<file path="src/include/DaqSystem_consts.svh">
`ifndef DAQSYSTEM_CONSTS_SVH
`define DAQSYSTEM_CONSTS_SVH

// Data widths
`define HIT_WIDTH    8
`define SERIAL_WIDTH 8
`define CYCLE_WIDTH  8

// Sequencer durations in clock cycles
`define PWR_SETTLE   16
`define RESET_CYCLES 4
`define ACQ_WINDOW   32

// Duration counter, must hold the longest of the durations above
`define DUR_WIDTH    6

`endif

</file>
<file path="src/hw/DaqCtrlPkg.sv">
`include "DaqSystem_consts.svh"

package DaqCtrlPkg;

    // Counts cycles spent in a timed sequencer state
    typedef logic [`DUR_WIDTH-1:0] DurationT;

    // Power pulsed, self running sequencer
    typedef enum logic [2:0] {
        AutoIdle,
        AutoPowerUp,
        AutoReset,
        AutoAcquire,
        AutoReadout,
        AutoTransmit,
        AutoPowerDown
    } AutoStateT;

    // Trigger driven sequencer, chip stays powered while armed
    typedef enum logic [2:0] {
        SlaveIdle,
        SlaveArmed,
        SlaveReset,
        SlaveAcquire,
        SlaveReadout,
        SlaveTransmit
    } SlaveStateT;

endpackage

</file>
<file path="src/hw/DaqDataPkg.sv">
`include "DaqSystem_consts.svh"

package DaqDataPkg;

    // Hits seen in one acquisition window
    typedef logic [`HIT_WIDTH-1:0] HitCountT;

    // Running readout number
    typedef logic [`SERIAL_WIDTH-1:0] SerialT;

    // Number of cycles requested over USB
    typedef logic [`CYCLE_WIDTH-1:0] CycleCountT;

    // Serial in the upper part, hit count in the lower part
    typedef logic [`SERIAL_WIDTH+`HIT_WIDTH-1:0] EventWordT;

endpackage

</file>
<file path="src/hw/AutoDaq.sv">
`timescale 1ns/1ps
`include "DaqSystem_consts.svh"

module AutoDaq
    import DaqCtrlPkg::*, DaqDataPkg::*;
(
    input  logic       Clk,
    input  logic       arstN,
    input  logic       Start,
    input  CycleCountT CycleCount,
    input  logic       ChipSatB,
    input  logic       EndReadout,
    input  logic       DataTransmitDone,
    output logic       PwrOnA,
    output logic       PwrOnD,
    output logic       PwrOnAdc,
    output logic       PwrOnDac,
    output logic       ResetB,
    output logic       StartAcq,
    output logic       StartReadout,
    output logic       OnceEnd,
    output logic       AllDone,
    output logic       UsbStartStop
);

    AutoStateT  state;
    AutoStateT  nextState;
    DurationT   durCnt;
    CycleCountT remaining;
    logic       startD;
    logic       startRise;
    logic       settleDone;
    logic       resetDone;
    logic       windowDone;
    logic       powerOn;

    assign startRise  = Start && !startD;
    assign settleDone = durCnt == DurationT'(`PWR_SETTLE - 1);
    assign resetDone  = durCnt == DurationT'(`RESET_CYCLES - 1);
    // Saturation cuts the window short
    assign windowDone = (durCnt == DurationT'(`ACQ_WINDOW - 1)) || !ChipSatB;

    //////////////////////////////////////////////////////////////////////
    // Next state
    //////////////////////////////////////////////////////////////////////
    always_comb begin
        nextState = state;
        case (state)
            AutoIdle:      if (startRise) nextState = AutoPowerUp;
            AutoPowerUp:   if (settleDone) nextState = AutoReset;
            AutoReset:     if (resetDone) nextState = AutoAcquire;
            AutoAcquire:   if (windowDone) nextState = AutoReadout;
            AutoReadout:   if (EndReadout) nextState = AutoTransmit;
            AutoTransmit:  if (DataTransmitDone) nextState = AutoPowerDown;
            // Stop request only takes effect here, at the end of a cycle
            AutoPowerDown: begin
                if (Start && remaining > CycleCountT'(1)) begin
                    nextState = AutoPowerUp;
                end else begin
                    nextState = AutoIdle;
                end
            end
            default:       nextState = AutoIdle;
        endcase
    end

    //////////////////////////////////////////////////////////////////////
    // State, counters and status pulses
    //////////////////////////////////////////////////////////////////////
    always_ff @(posedge Clk or negedge arstN) begin
        if (!arstN) begin
            state        <= AutoIdle;
            durCnt       <= '0;
            remaining    <= '0;
            startD       <= 1'b0;
            StartReadout <= 1'b0;
            OnceEnd      <= 1'b0;
            AllDone      <= 1'b0;
        end else begin
            state  <= nextState;
            startD <= Start;
            // Restart the duration count on every state change
            durCnt <= (nextState != state) ? '0 : durCnt + 1'b1;

            if (state == AutoIdle && startRise) begin
                remaining <= CycleCount;
            end else if (state == AutoPowerDown && nextState == AutoPowerUp) begin
                remaining <= remaining - 1'b1;
            end

            StartReadout <= (state == AutoAcquire) && (nextState == AutoReadout);
            OnceEnd      <= (state == AutoTransmit) && (nextState == AutoPowerDown);
            AllDone      <= (state == AutoPowerDown) && (nextState == AutoIdle);
        end
    end

    // Power is pulsed off in PowerDown between cycles
    assign powerOn = state inside {AutoPowerUp, AutoReset, AutoAcquire,
                                   AutoReadout, AutoTransmit};

    assign PwrOnA       = powerOn;
    assign PwrOnD       = powerOn;
    assign PwrOnAdc     = powerOn;
    assign PwrOnDac     = powerOn;
    assign ResetB       = state != AutoReset;
    assign StartAcq     = state == AutoAcquire;
    assign UsbStartStop = state != AutoIdle;

endmodule

</file>
<file path="src/hw/ChipReadout.sv">
`timescale 1ns/1ps

module ChipReadout
    import DaqDataPkg::*;
(
    input  logic      Clk,
    input  logic      arstN,
    input  logic      StartAcq,
    input  logic      ChipHit,
    input  logic      StartReadout,
    output EventWordT DataWord,
    output logic      DataValid,
    output logic      EndReadout,
    output logic      DataTransmitDone
);

    HitCountT hitCount;
    SerialT   serial;
    logic     startAcqD;
    logic     acqRise;
    logic     wordPulse;

    assign acqRise = StartAcq && !startAcqD;

    //////////////////////////////////////////////////////////////////////
    // Hit counter and serial
    //////////////////////////////////////////////////////////////////////
    always_ff @(posedge Clk or negedge arstN) begin
        if (!arstN) begin
            startAcqD        <= 1'b0;
            hitCount         <= '0;
            serial           <= '0;
            wordPulse        <= 1'b0;
            DataTransmitDone <= 1'b0;
        end else begin
            startAcqD <= StartAcq;

            // Fresh count per window, first cycle included
            if (acqRise) begin
                hitCount <= HitCountT'(ChipHit);
            end else if (StartAcq && ChipHit && hitCount != '1) begin
                hitCount <= hitCount + 1'b1;
            end

            wordPulse        <= StartReadout;
            DataTransmitDone <= wordPulse;

            // Next readout number once the word is out
            if (DataTransmitDone) begin
                serial <= serial + 1'b1;
            end
        end
    end

    always_ff @(posedge Clk) begin
        if (StartReadout) begin
            DataWord <= {serial, hitCount};
        end
    end

    // Word valid and end of readout come together
    assign DataValid  = wordPulse;
    assign EndReadout = wordPulse;

endmodule

</file>
<file path="src/hw/DaqSwitcher.sv">
`timescale 1ns/1ps

module DaqSwitcher (
    // High selects the auto sequencer
    input  logic DaqSelect,
    // Chip pins
    input  logic AutoPwrOnA, AutoPwrOnD, AutoPwrOnAdc, AutoPwrOnDac,
    input  logic SlavePwrOnA, SlavePwrOnD, SlavePwrOnAdc, SlavePwrOnDac,
    input  logic AutoResetB, SlaveResetB,
    input  logic AutoStartAcq, SlaveStartAcq,
    output logic PwrOnA, PwrOnD, PwrOnAdc, PwrOnDac,
    output logic ResetB,
    output logic StartAcq,
    // Sequencer status
    input  logic AutoStartReadout, SlaveStartReadout,
    input  logic AutoOnceEnd, SlaveOnceEnd,
    input  logic AutoAllDone, SlaveAllDone,
    input  logic AutoUsbStartStop, SlaveUsbStartStop,
    output logic StartReadout,
    output logic OnceEnd,
    output logic AllDone,
    output logic UsbStartStop,
    // Shared inputs steered back to one side
    input  logic ChipSatB,
    input  logic UsbAcqStart,
    input  logic EndReadout,
    input  logic DataTransmitDone,
    input  logic ExternalTrigger,
    output logic AutoChipSatB, SlaveChipSatB,
    output logic AutoStart, SlaveStart,
    output logic AutoEndReadout, SlaveEndReadout,
    output logic AutoDataTransmitDone, SlaveDataTransmitDone,
    output logic SingleStart
);

    assign PwrOnA       = DaqSelect ? AutoPwrOnA       : SlavePwrOnA;
    assign PwrOnD       = DaqSelect ? AutoPwrOnD       : SlavePwrOnD;
    assign PwrOnAdc     = DaqSelect ? AutoPwrOnAdc     : SlavePwrOnAdc;
    assign PwrOnDac     = DaqSelect ? AutoPwrOnDac     : SlavePwrOnDac;
    assign ResetB       = DaqSelect ? AutoResetB       : SlaveResetB;
    assign StartAcq     = DaqSelect ? AutoStartAcq     : SlaveStartAcq;
    assign StartReadout = DaqSelect ? AutoStartReadout : SlaveStartReadout;
    assign OnceEnd      = DaqSelect ? AutoOnceEnd      : SlaveOnceEnd;
    assign AllDone      = DaqSelect ? AutoAllDone      : SlaveAllDone;
    assign UsbStartStop = DaqSelect ? AutoUsbStartStop : SlaveUsbStartStop;

    // Idle side sees no saturation
    assign AutoChipSatB  = DaqSelect ? ChipSatB : 1'b1;
    assign SlaveChipSatB = DaqSelect ? 1'b1 : ChipSatB;

    assign AutoStart             = DaqSelect ? UsbAcqStart : 1'b0;
    assign SlaveStart            = DaqSelect ? 1'b0 : UsbAcqStart;
    assign AutoEndReadout        = DaqSelect ? EndReadout : 1'b0;
    assign SlaveEndReadout       = DaqSelect ? 1'b0 : EndReadout;
    assign AutoDataTransmitDone  = DaqSelect ? DataTransmitDone : 1'b0;
    assign SlaveDataTransmitDone = DaqSelect ? 1'b0 : DataTransmitDone;

    // Trigger is meaningless in auto mode
    assign SingleStart = DaqSelect ? 1'b0 : ExternalTrigger;

endmodule

</file>
<file path="src/hw/DaqSystem.sv">
`timescale 1ns/1ps

module DaqSystem
    import DaqDataPkg::*;
(
    input  logic       Clk,
    input  logic       arstN,
    input  logic       DaqSelect,
    input  logic       UsbAcqStart,
    input  CycleCountT CycleCount,
    input  logic       ExternalTrigger,
    input  logic       ChipSatB,
    input  logic       ChipHit,
    output logic       PwrOnA,
    output logic       PwrOnD,
    output logic       PwrOnAdc,
    output logic       PwrOnDac,
    output logic       ResetB,
    output logic       StartAcq,
    output EventWordT  DataWord,
    output logic       DataValid,
    output logic       OnceEnd,
    output logic       AllDone,
    output logic       UsbStartStop
);

    // Auto side
    logic autoPwrOnA, autoPwrOnD, autoPwrOnAdc, autoPwrOnDac;
    logic autoResetB, autoStartAcq, autoStartReadout;
    logic autoOnceEnd, autoAllDone, autoUsbStartStop;
    logic autoChipSatB, autoStart, autoEndReadout, autoDataTransmitDone;

    // Slave side
    logic slavePwrOnA, slavePwrOnD, slavePwrOnAdc, slavePwrOnDac;
    logic slaveResetB, slaveStartAcq, slaveStartReadout;
    logic slaveOnceEnd, slaveAllDone, slaveUsbStartStop;
    logic slaveChipSatB, slaveStart, slaveEndReadout, slaveDataTransmitDone;
    logic singleStart;

    // Readout handshake pulses
    logic startReadout;
    logic endReadout;
    logic dataTransmitDone;

    //////////////////////////////////////////////////////////////////////
    // Sequencers
    //////////////////////////////////////////////////////////////////////
    AutoDaq i_AutoDaq (
        .Clk(Clk), .arstN(arstN),
        .Start(autoStart), .CycleCount(CycleCount), .ChipSatB(autoChipSatB),
        .EndReadout(autoEndReadout), .DataTransmitDone(autoDataTransmitDone),
        .PwrOnA(autoPwrOnA), .PwrOnD(autoPwrOnD),
        .PwrOnAdc(autoPwrOnAdc), .PwrOnDac(autoPwrOnDac),
        .ResetB(autoResetB), .StartAcq(autoStartAcq),
        .StartReadout(autoStartReadout), .OnceEnd(autoOnceEnd),
        .AllDone(autoAllDone), .UsbStartStop(autoUsbStartStop)
    );

    SlaveDaq i_SlaveDaq (
        .Clk(Clk), .arstN(arstN),
        .Start(slaveStart), .SingleStart(singleStart), .ChipSatB(slaveChipSatB),
        .EndReadout(slaveEndReadout), .DataTransmitDone(slaveDataTransmitDone),
        .PwrOnA(slavePwrOnA), .PwrOnD(slavePwrOnD),
        .PwrOnAdc(slavePwrOnAdc), .PwrOnDac(slavePwrOnDac),
        .ResetB(slaveResetB), .StartAcq(slaveStartAcq),
        .StartReadout(slaveStartReadout), .OnceEnd(slaveOnceEnd),
        .AllDone(slaveAllDone), .UsbStartStop(slaveUsbStartStop)
    );

    //////////////////////////////////////////////////////////////////////
    // Pin and status steering
    //////////////////////////////////////////////////////////////////////
    DaqSwitcher i_DaqSwitcher (
        .DaqSelect(DaqSelect),
        .AutoPwrOnA(autoPwrOnA), .AutoPwrOnD(autoPwrOnD),
        .AutoPwrOnAdc(autoPwrOnAdc), .AutoPwrOnDac(autoPwrOnDac),
        .SlavePwrOnA(slavePwrOnA), .SlavePwrOnD(slavePwrOnD),
        .SlavePwrOnAdc(slavePwrOnAdc), .SlavePwrOnDac(slavePwrOnDac),
        .AutoResetB(autoResetB), .SlaveResetB(slaveResetB),
        .AutoStartAcq(autoStartAcq), .SlaveStartAcq(slaveStartAcq),
        .PwrOnA(PwrOnA), .PwrOnD(PwrOnD), .PwrOnAdc(PwrOnAdc), .PwrOnDac(PwrOnDac),
        .ResetB(ResetB), .StartAcq(StartAcq),
        .AutoStartReadout(autoStartReadout), .SlaveStartReadout(slaveStartReadout),
        .AutoOnceEnd(autoOnceEnd), .SlaveOnceEnd(slaveOnceEnd),
        .AutoAllDone(autoAllDone), .SlaveAllDone(slaveAllDone),
        .AutoUsbStartStop(autoUsbStartStop), .SlaveUsbStartStop(slaveUsbStartStop),
        .StartReadout(startReadout), .OnceEnd(OnceEnd),
        .AllDone(AllDone), .UsbStartStop(UsbStartStop),
        .ChipSatB(ChipSatB), .UsbAcqStart(UsbAcqStart),
        .EndReadout(endReadout), .DataTransmitDone(dataTransmitDone),
        .ExternalTrigger(ExternalTrigger),
        .AutoChipSatB(autoChipSatB), .SlaveChipSatB(slaveChipSatB),
        .AutoStart(autoStart), .SlaveStart(slaveStart),
        .AutoEndReadout(autoEndReadout), .SlaveEndReadout(slaveEndReadout),
        .AutoDataTransmitDone(autoDataTransmitDone),
        .SlaveDataTransmitDone(slaveDataTransmitDone),
        .SingleStart(singleStart)
    );

    ChipReadout i_ChipReadout (
        .Clk(Clk), .arstN(arstN),
        .StartAcq(StartAcq), .ChipHit(ChipHit), .StartReadout(startReadout),
        .DataWord(DataWord), .DataValid(DataValid),
        .EndReadout(endReadout), .DataTransmitDone(dataTransmitDone)
    );

endmodule

</file>
<file path="src/hw/SlaveDaq.sv">
`timescale 1ns/1ps
`include "DaqSystem_consts.svh"

module SlaveDaq
    import DaqCtrlPkg::*;
(
    input  logic Clk,
    input  logic arstN,
    input  logic Start,
    input  logic SingleStart,
    input  logic ChipSatB,
    input  logic EndReadout,
    input  logic DataTransmitDone,
    output logic PwrOnA,
    output logic PwrOnD,
    output logic PwrOnAdc,
    output logic PwrOnDac,
    output logic ResetB,
    output logic StartAcq,
    output logic StartReadout,
    output logic OnceEnd,
    output logic AllDone,
    output logic UsbStartStop
);

    SlaveStateT state;
    SlaveStateT nextState;
    DurationT   durCnt;
    logic       resetDone;
    logic       windowDone;
    logic       powerOn;

    assign resetDone  = durCnt == DurationT'(`RESET_CYCLES - 1);
    assign windowDone = (durCnt == DurationT'(`ACQ_WINDOW - 1)) || !ChipSatB;

    //////////////////////////////////////////////////////////////////////
    // Next state
    //////////////////////////////////////////////////////////////////////
    always_comb begin
        nextState = state;
        case (state)
            SlaveIdle:     if (Start) nextState = SlaveArmed;
            // Triggers only count here, so those inside a cycle are dropped
            SlaveArmed: begin
                if (!Start) begin
                    nextState = SlaveIdle;
                end else if (SingleStart) begin
                    nextState = SlaveReset;
                end
            end
            SlaveReset:    if (resetDone) nextState = SlaveAcquire;
            SlaveAcquire:  if (windowDone) nextState = SlaveReadout;
            SlaveReadout:  if (EndReadout) nextState = SlaveTransmit;
            SlaveTransmit: if (DataTransmitDone) nextState = SlaveArmed;
            default:       nextState = SlaveIdle;
        endcase
    end

    always_ff @(posedge Clk or negedge arstN) begin
        if (!arstN) begin
            state        <= SlaveIdle;
            durCnt       <= '0;
            StartReadout <= 1'b0;
            OnceEnd      <= 1'b0;
            AllDone      <= 1'b0;
        end else begin
            state        <= nextState;
            durCnt       <= (nextState != state) ? '0 : durCnt + 1'b1;
            StartReadout <= (state == SlaveAcquire) && (nextState == SlaveReadout);
            OnceEnd      <= (state == SlaveTransmit) && (nextState == SlaveArmed);
            AllDone      <= (state == SlaveArmed) && (nextState == SlaveIdle);
        end
    end

    // Chip stays powered for the whole run
    assign powerOn = state != SlaveIdle;

    assign PwrOnA       = powerOn;
    assign PwrOnD       = powerOn;
    assign PwrOnAdc     = powerOn;
    assign PwrOnDac     = powerOn;
    assign ResetB       = state != SlaveReset;
    assign StartAcq     = state == SlaveAcquire;
    assign UsbStartStop = powerOn;

endmodule

</file>
<file path="config.mk">
export PLATFORM = sky130hd
export DESIGN_NAME = DaqSystem
export DESIGN_NICKNAME = d
export VERILOG_FILES = /design/src/hw/DaqCtrlPkg.sv /design/src/hw/DaqDataPkg.sv /design/src/hw/AutoDaq.sv /design/src/hw/ChipReadout.sv /design/src/hw/DaqSwitcher.sv /design/src/hw/DaqSystem.sv /design/src/hw/SlaveDaq.sv
export VERILOG_INCLUDE_DIRS = /design/src /design/src/include
export SDC_FILE = /design/constraint.sdc
export NUM_CORES = 1
export LEC_CHECK = 0
export BUFFER_PORTS_ARGS = -buffer_cell sky130_fd_sc_hd__buf_2
export CELL_PAD_IN_SITES_DETAIL_PLACEMENT = 2
export CELL_PAD_IN_SITES_GLOBAL_PLACEMENT = 2
export CORE_ASPECT_RATIO = 0.8
export CORE_UTILIZATION = 38
export DETAILED_ROUTE_END_ITERATION = 6
export GPL_ROUTABILITY_DRIVEN = 0
export HOLD_SLACK_MARGIN = 0.08
export PLACE_DENSITY_LB_ADDON = 0.1
export SLEW_MARGIN = 20
export SYNTH_ARGS = -nofsm -noshare
export SYNTH_HDL_FRONTEND = slang
export SYNTH_SLANG_ARGS = --single-unit
</file>
<file path="constraint.sdc">
create_clock -name Clk -period 2.36 [get_ports Clk]
set_clock_uncertainty 0.2 [all_clocks]
set_input_delay 0.472 -clock Clk [delete_from_list [all_inputs] [get_ports Clk]]
set_output_delay 0.472 -clock Clk [all_outputs]
set_load 0.01 [all_outputs]
</file>
==> results of run 1 <==
[final timing paths]
check,endpoint
min in group asynchronous,i_AutoDaq.remaining[4]
max in group asynchronous,i_SlaveDaq.state[1]
worst min-delay path,i_AutoDaq.remaining[4]
worst max-delay path,StartAcq
worst max register to register,i_AutoDaq.remaining[6]
worst min register to register,i_ChipReadout.serial[7]
[registers in the layout (all words and copies together), names as in the netlist, 3 cells and up]
register,flops
i_AutoDaq.durCnt,6
i_AutoDaq.remaining,8
i_AutoDaq.state,3
i_ChipReadout.DataWord,16
i_ChipReadout.hitCount,8
i_ChipReadout.serial,8
i_SlaveDaq.durCnt,6
i_SlaveDaq.state,3
[routing by layer]
metal  vias up  global-route usage
met4         0             0.07323
li1       1176                   -
met5         -                   0
met1      1243              0.2659
met3        11             0.03994
met2        43              0.3262
[critical path, delay by kind of cell, from the launching register on]
kind | cells | cell delay (ns)
buf+inv | 2 | 0.26
flops | 1 | 0.45
mux | 1 | 0.36
simple gates | 1 | 0.17
[kinds of logic (layout without fill, tap and decap cells)]
logic type      Yosys count  in the layout
buf+inv                  23             90
fa+ha+maj                 6              6
xor+xnor                 27             27
compound gates           36             36
simple gates            132            132
mux                       9              9
flops                    68             68
[layout make-up]
class,instances,area [um^2],share of cell area
Multi-Input combinational cell,210,1409,0.3531
Inverter,11,41.29,0.01035
Tap cell,108,135.1,0.03387
Clock buffer,10,127.6,0.03198
Sequential cell,68,1788,0.4481
Clock inverter,6,88.84,0.02226
Timing Repair Buffer,63,400.4,0.1003
[stage by stage]
stage | power [W] | setup slack (ns) | area, um^2
floorplan | 0.002587 | 0.2406 | 3284
global route | 0.004422 | 0.01032 | 3990
finish | 0.004139 | 0.09273 | 3990
global placement | 0.002892 | 0.2014 | 3652
CTS | 0.004104 | 0.001887 | 3915
detailed placement | 0.002957 | 0.1512 | 3652
[placed cells by master, fill, tap and decap left out, types with 6 or more instances in the layout]
cell	synthesis	layout
ha_1	6	6
buf_2	5	40
nand3_1	19	19
xnor2_1	16	16
nor3_1	10	10
xor2_1	11	11
nand2_1	33	33
edfxtp_1	16	16
nand4_1	7	7
inv_1	11	11
a21oi_1	7	6
clkbuf_8	0	9
o21ai_0	14	14
buf_4	3	20
nor2_1	31	31
dfrtp_1	52	47
[power breakdown]
| group | switching (W) | internal [W] | total (W) | leakage (nW) |
|---|---|---|---|---|
| logic | 0.000745 | 0.000613 | 0.00136 | 0.811 |
| registers | 0.000272 | 0.00144 | 0.00171 | 0.833 |
| clock network | 0.000474 | 0.000595 | 0.00107 | 0.102 |
[what timing repair did]
action / 4_1_cts / 5_1_grt
endpoints found under the hold margin: 52 / 0
setup buffers: 3 / 5
resized for setup: 5 / 6
endpoints found under the setup margin: 5 / 6
hold buffers: 1 / 0
==> flow_summary.yaml, run 1 <==
clocking:
  worstSkewPairLatency_ns: 0.35
  numCtsBuffers: 9
  cts_tree: "yes"
  htreeDepth: 3
  clock-root-buffer: "clkbuf_8"
  cts_max_path_buffers: 2
  path_clk_slew_ns: 0.08
  cts_sinks: 68
timing:
  rsz0062_at_grt: "false"
  fmax_mhz: 441.1
  setup_viol: 0
  relSlewSlack: 0.6831
  fin_crit_sh: 0.9607
  worst_pin_slew_ns: 0.4704
  final_hold_viol_count: 0
  slew_violations: 0
  holdWs_ns: 0.1246
  tns_ns: 0
  fin_crit_ns: 2.267
cells_and_area:
  syn_to_final_growth_pct: 21.49
  finish.utilization: 0.4887
  diodes: 0
  stdcell_count: 476
  n_fill_cell: 876
  num-nets-final: 384
  drive_gt1_frac: 0.2772
logic_synthesis:
  synth_compound_area_frac: 0.07467
  postSynthNetCount: 322
  ys_seq_area_frac: 0.5425
  synth_ff_type: "dfrtp_1"
  syn_inst: 301
  ys_seq_elements: 68
  synth_mux_area_frac: 0.02971
  synthAdderAreaFrac: 0.02286
  yosys.area_share.simple: 0.2198
  yosysTopAreaCellShare: 0.3962
  yosys-top-cells-count: "52 x dfrtp_1, 33 x nand2_1, 31 x nor2_1"
  ys_types: 48
  synthXorXnorAreaFrac: 0.07200
  synth_top_family_by_area: "simple AND/OR/NAND/NOR gates"
  avgSynthCellArea_um2: 10.91
  yosysWarningCount: 0
  syn-cell-area_um2: 3284
  ys_async_sr_fraction: 0.7647
  synth.largest_area_cell: "dfrtp_1"
  synth_area_leaders: "dfrtp_1 40%, edfxtp_1 15%, xnor2_1 4.3%"
  synth.most_common_cell: "dfrtp_1"
  synth_enable_flop_cells: 16
worst_setup_path:
  crit_type: "reg -> out"
  path_cells: "nand3b_1 > mux2_4 > inv_1 > buf_2"
  crit_path_start: "i_SlaveDaq.state[1]"
  cp-start-kind: "flop"
  critPathRequiredTime_ns: 1.69
  arrival_ns: 1.60
  crit_fanout: 9
  critPathCaptureType: "primary output"
  reg2reg_from: "i_AutoDaq.state[0]"
  cpPeakStageDelay_ns: 0.45
  critPathSlowestCell: "dfrtp_2"
  r2r_slack_ns: 0.23
  ff2ff_path_depth: 6
floorplan:
  fp-row-count: 29
  start_util: 0.4023
  dieArea_um2: 9021
  ios: 41
  dieWidth_um: 105.9
  core-area_um2: 8164
  die_h_um: 85.16
power:
  p_per_area_nw_per_um2: 1037
  peakVddDrop_mv: 0.4162
  p_leak_nw: 1.746
grt:
  grt_usage: 0.2001
  grt_max_degree: 53
  grt_overflow_total: 0
  antenna_found_initial: 0
  grt_pass1_vias: 2668
  grt_pass1_wl_mm: 13.81
drt:
  vias: 2473
  highest_layer: "met4"
  drt-met1-wl_mm: 4.118
  drc: 0
  drt_iter0_markers: 74
  wl_per_cell_um: 17.57
  drtPass1Iterations: 4
  viasPerCell: 5.195
  wirelength_mm: 8.365
  postRouteAntennaNets: 0
  wl_met2_mm: 3.897
  dr_wl_met3_um: 242
run:
  cap_violations: 0
place:
  numPortBuffers: 40
  dp_cells: 451
  hpwl_mm: 5.732
hold_path:
  min_path_type: "in -> reg"
  hold_depth: 3
  min-delay-start: "CycleCount[4]"
status:
  status: "complete, no violations"
No activity file was read; power rests on OpenSTA's default activity.
==> inputs of run 2 (changes only) <==
Settings changed: CORE_MARGIN from default to 4, GPL_ROUTABILITY_DRIVEN 0 to 1, SKIP_LAST_GASP from default to 1.
==> flow_summary.yaml, run 2 (synthesis results as in run 1) <==
worst_setup_path:
  critPathRequiredTime_ns: 1.69
  ff2ff_path_depth: 6
  crit_type: "reg -> out"
  rr_endpoint: "i_ChipReadout.hitCount[5]"
  critPathCaptureType: "primary output"
  reg2reg_from: "i_AutoDaq.state[2]"
  crit_path_start: "i_AutoDaq.state[2]"
  path_cells: "nand3b_4 > mux2_4 > inv_1 > buf_2"
  r2r_slack_ns: 0.23
  crit_fanout: 11
  arrival_ns: 1.61
  crit_end: "StartAcq"
  cp-start-kind: "flop"
  cpPeakStageDelay_ns: 0.48
  critPathSlowestCell: "dfrtp_2"
place:
  numPortBuffers: 40
  hpwl_mm: 5.779
  dp_slack_ns: 0.06362
  place.gp.congestion: 0.7459
timing:
  fin_crit_sh: 0.9679
  tns_ns: 0
  fmax_mhz: 437.8
  setup_viol: 0
  holdWs_ns: 0.1191
  worst_pin_slew_ns: 0.5756
  rsz0062_at_grt: "false"
  fin_crit_ns: 2.284
  setup_ws_ns: 0.07580
  final_hold_viol_count: 0
  relSlewSlack: 0.6151
  slew_violations: 0
clocking:
  clock-root-buffer: "clkbuf_8"
  htreeDepth: 3
  cts_sinks: 68
  path_clk_slew_ns: 0.07
  cts_max_path_buffers: 2
  numCtsBuffers: 9
  cts_tree: "yes"
  worstSkewPairLatency_ns: 0.36
hold_path:
  min_path_type: "in -> reg"
  hold_depth: 3
floorplan:
  die_h_um: 91.16
  fp-row-count: 30
  core-area_um2: 8446
  dieArea_um2: 10200
  start_util: 0.3889
  dieWidth_um: 111.9
  ios: 41
cells_and_area:
  regMostFlops: "i_ChipReadout.DataWord"
  n_fill_cell: 895
  drive_gt1_frac: 0.2842
  layout_commonest_cell: "dfrtp_1"
  num-nets-final: 390
  finish.utilization: 0.4750
  multi_input_area_um2: 1404
  seqCellArea_um2: 1788
  largest_reg_flops: 16
  mostFrequentLayoutCells: "47 x dfrtp_1, 40 x buf_2, 33 x nand2_1"
  syn_to_final_growth_pct: 22.13
  diodes: 0
power:
  p_leak_nw: 1.770
  p_per_area_nw_per_um2: 1040
  peakVddDrop_mv: 0.3642
  finalPower_w: 0.004174
drt:
  wl_per_cell_um: 17.18
  drt_iter0_markers: 53
  wirelength_mm: 8.334
  postRouteAntennaNets: 0
  viasPerCell: 5.091
  drc: 0
  vias: 2469
  drtPass1Iterations: 4
grt:
  antenna_found_initial: 0
  grt_pass1_vias: 2681
  grt_usage: 0.1736
  grt_max_degree: 36
  grt_pass1_wl_mm: 13.97
  grt_overflow_total: 0
run:
  cap_violations: 0
status:
  status: "complete, no violations"
## run 2: through the flow
step / std cells / instance area, um^2
after floorplan: 301 / 3284
after global placement: 456 / 3665
after detailed placement: 456 / 3665
after CTS: 478 / 3941
after global routing: 485 / 4011
final: 485 / 4011
## run 2: final cells by class
class	instances	area share
clock buffer	10	0.03182
clock inverter	5	0.01934
inverter	11	0.01029
multi-input combinational	210	0.3500
sequential	68	0.4457
tap	112	0.03493
timing repair buffer	69	0.1079
## run 2: where the power goes
group	switching [W]	leakage, nW	internal (W)
Sequential	0.000257	0.833	0.00144
Combinational	0.000783	0.836	0.000665
Clock	0.000442	0.102	0.000585
## run 2: worst max-delay path: cells and delay by family (launching register included)
kind | cells | cell delay [ns]
mux | 1 | 0.31
simple gates | 1 | 0.20
flops | 1 | 0.48
buf+inv | 2 | 0.26
## run 2: worst min-delay path by stage
| stage | startpoint | to | slack (ns) |
|---|---|---|---|
| floorplan | arstN | i_AutoDaq.AllDone | -0.02 |
| global placement | arstN | i_AutoDaq.remaining[4] | 0.26 |
| detailed placement | i_SlaveDaq.durCnt[0] | i_SlaveDaq.durCnt[0] | 0.26 |
| CTS | CycleCount[0] | i_AutoDaq.remaining[0] | 0.10 |
| global route | CycleCount[2] | i_AutoDaq.remaining[2] | 0.13 |
| finish | CycleCount[4] | i_AutoDaq.remaining[4] | 0.12 |
## run 2: per-layer routing
metal  global-route usage  vias up  share of wire
li1                     -     1182              -
met1               0.2372     1234           0.47
met2               0.2675       39           0.48
met3              0.04797       14          0.036
met4              0.05706        0          0.018
met5                    0        -              0
## run 2: repair_timing
action	4_1_cts	5_1_grt
endpoints found under the setup margin	6	5
setup buffers	6	7
hold endpoints to repair	17	0
hold buffers	1	0
gates resized for setup	7	3
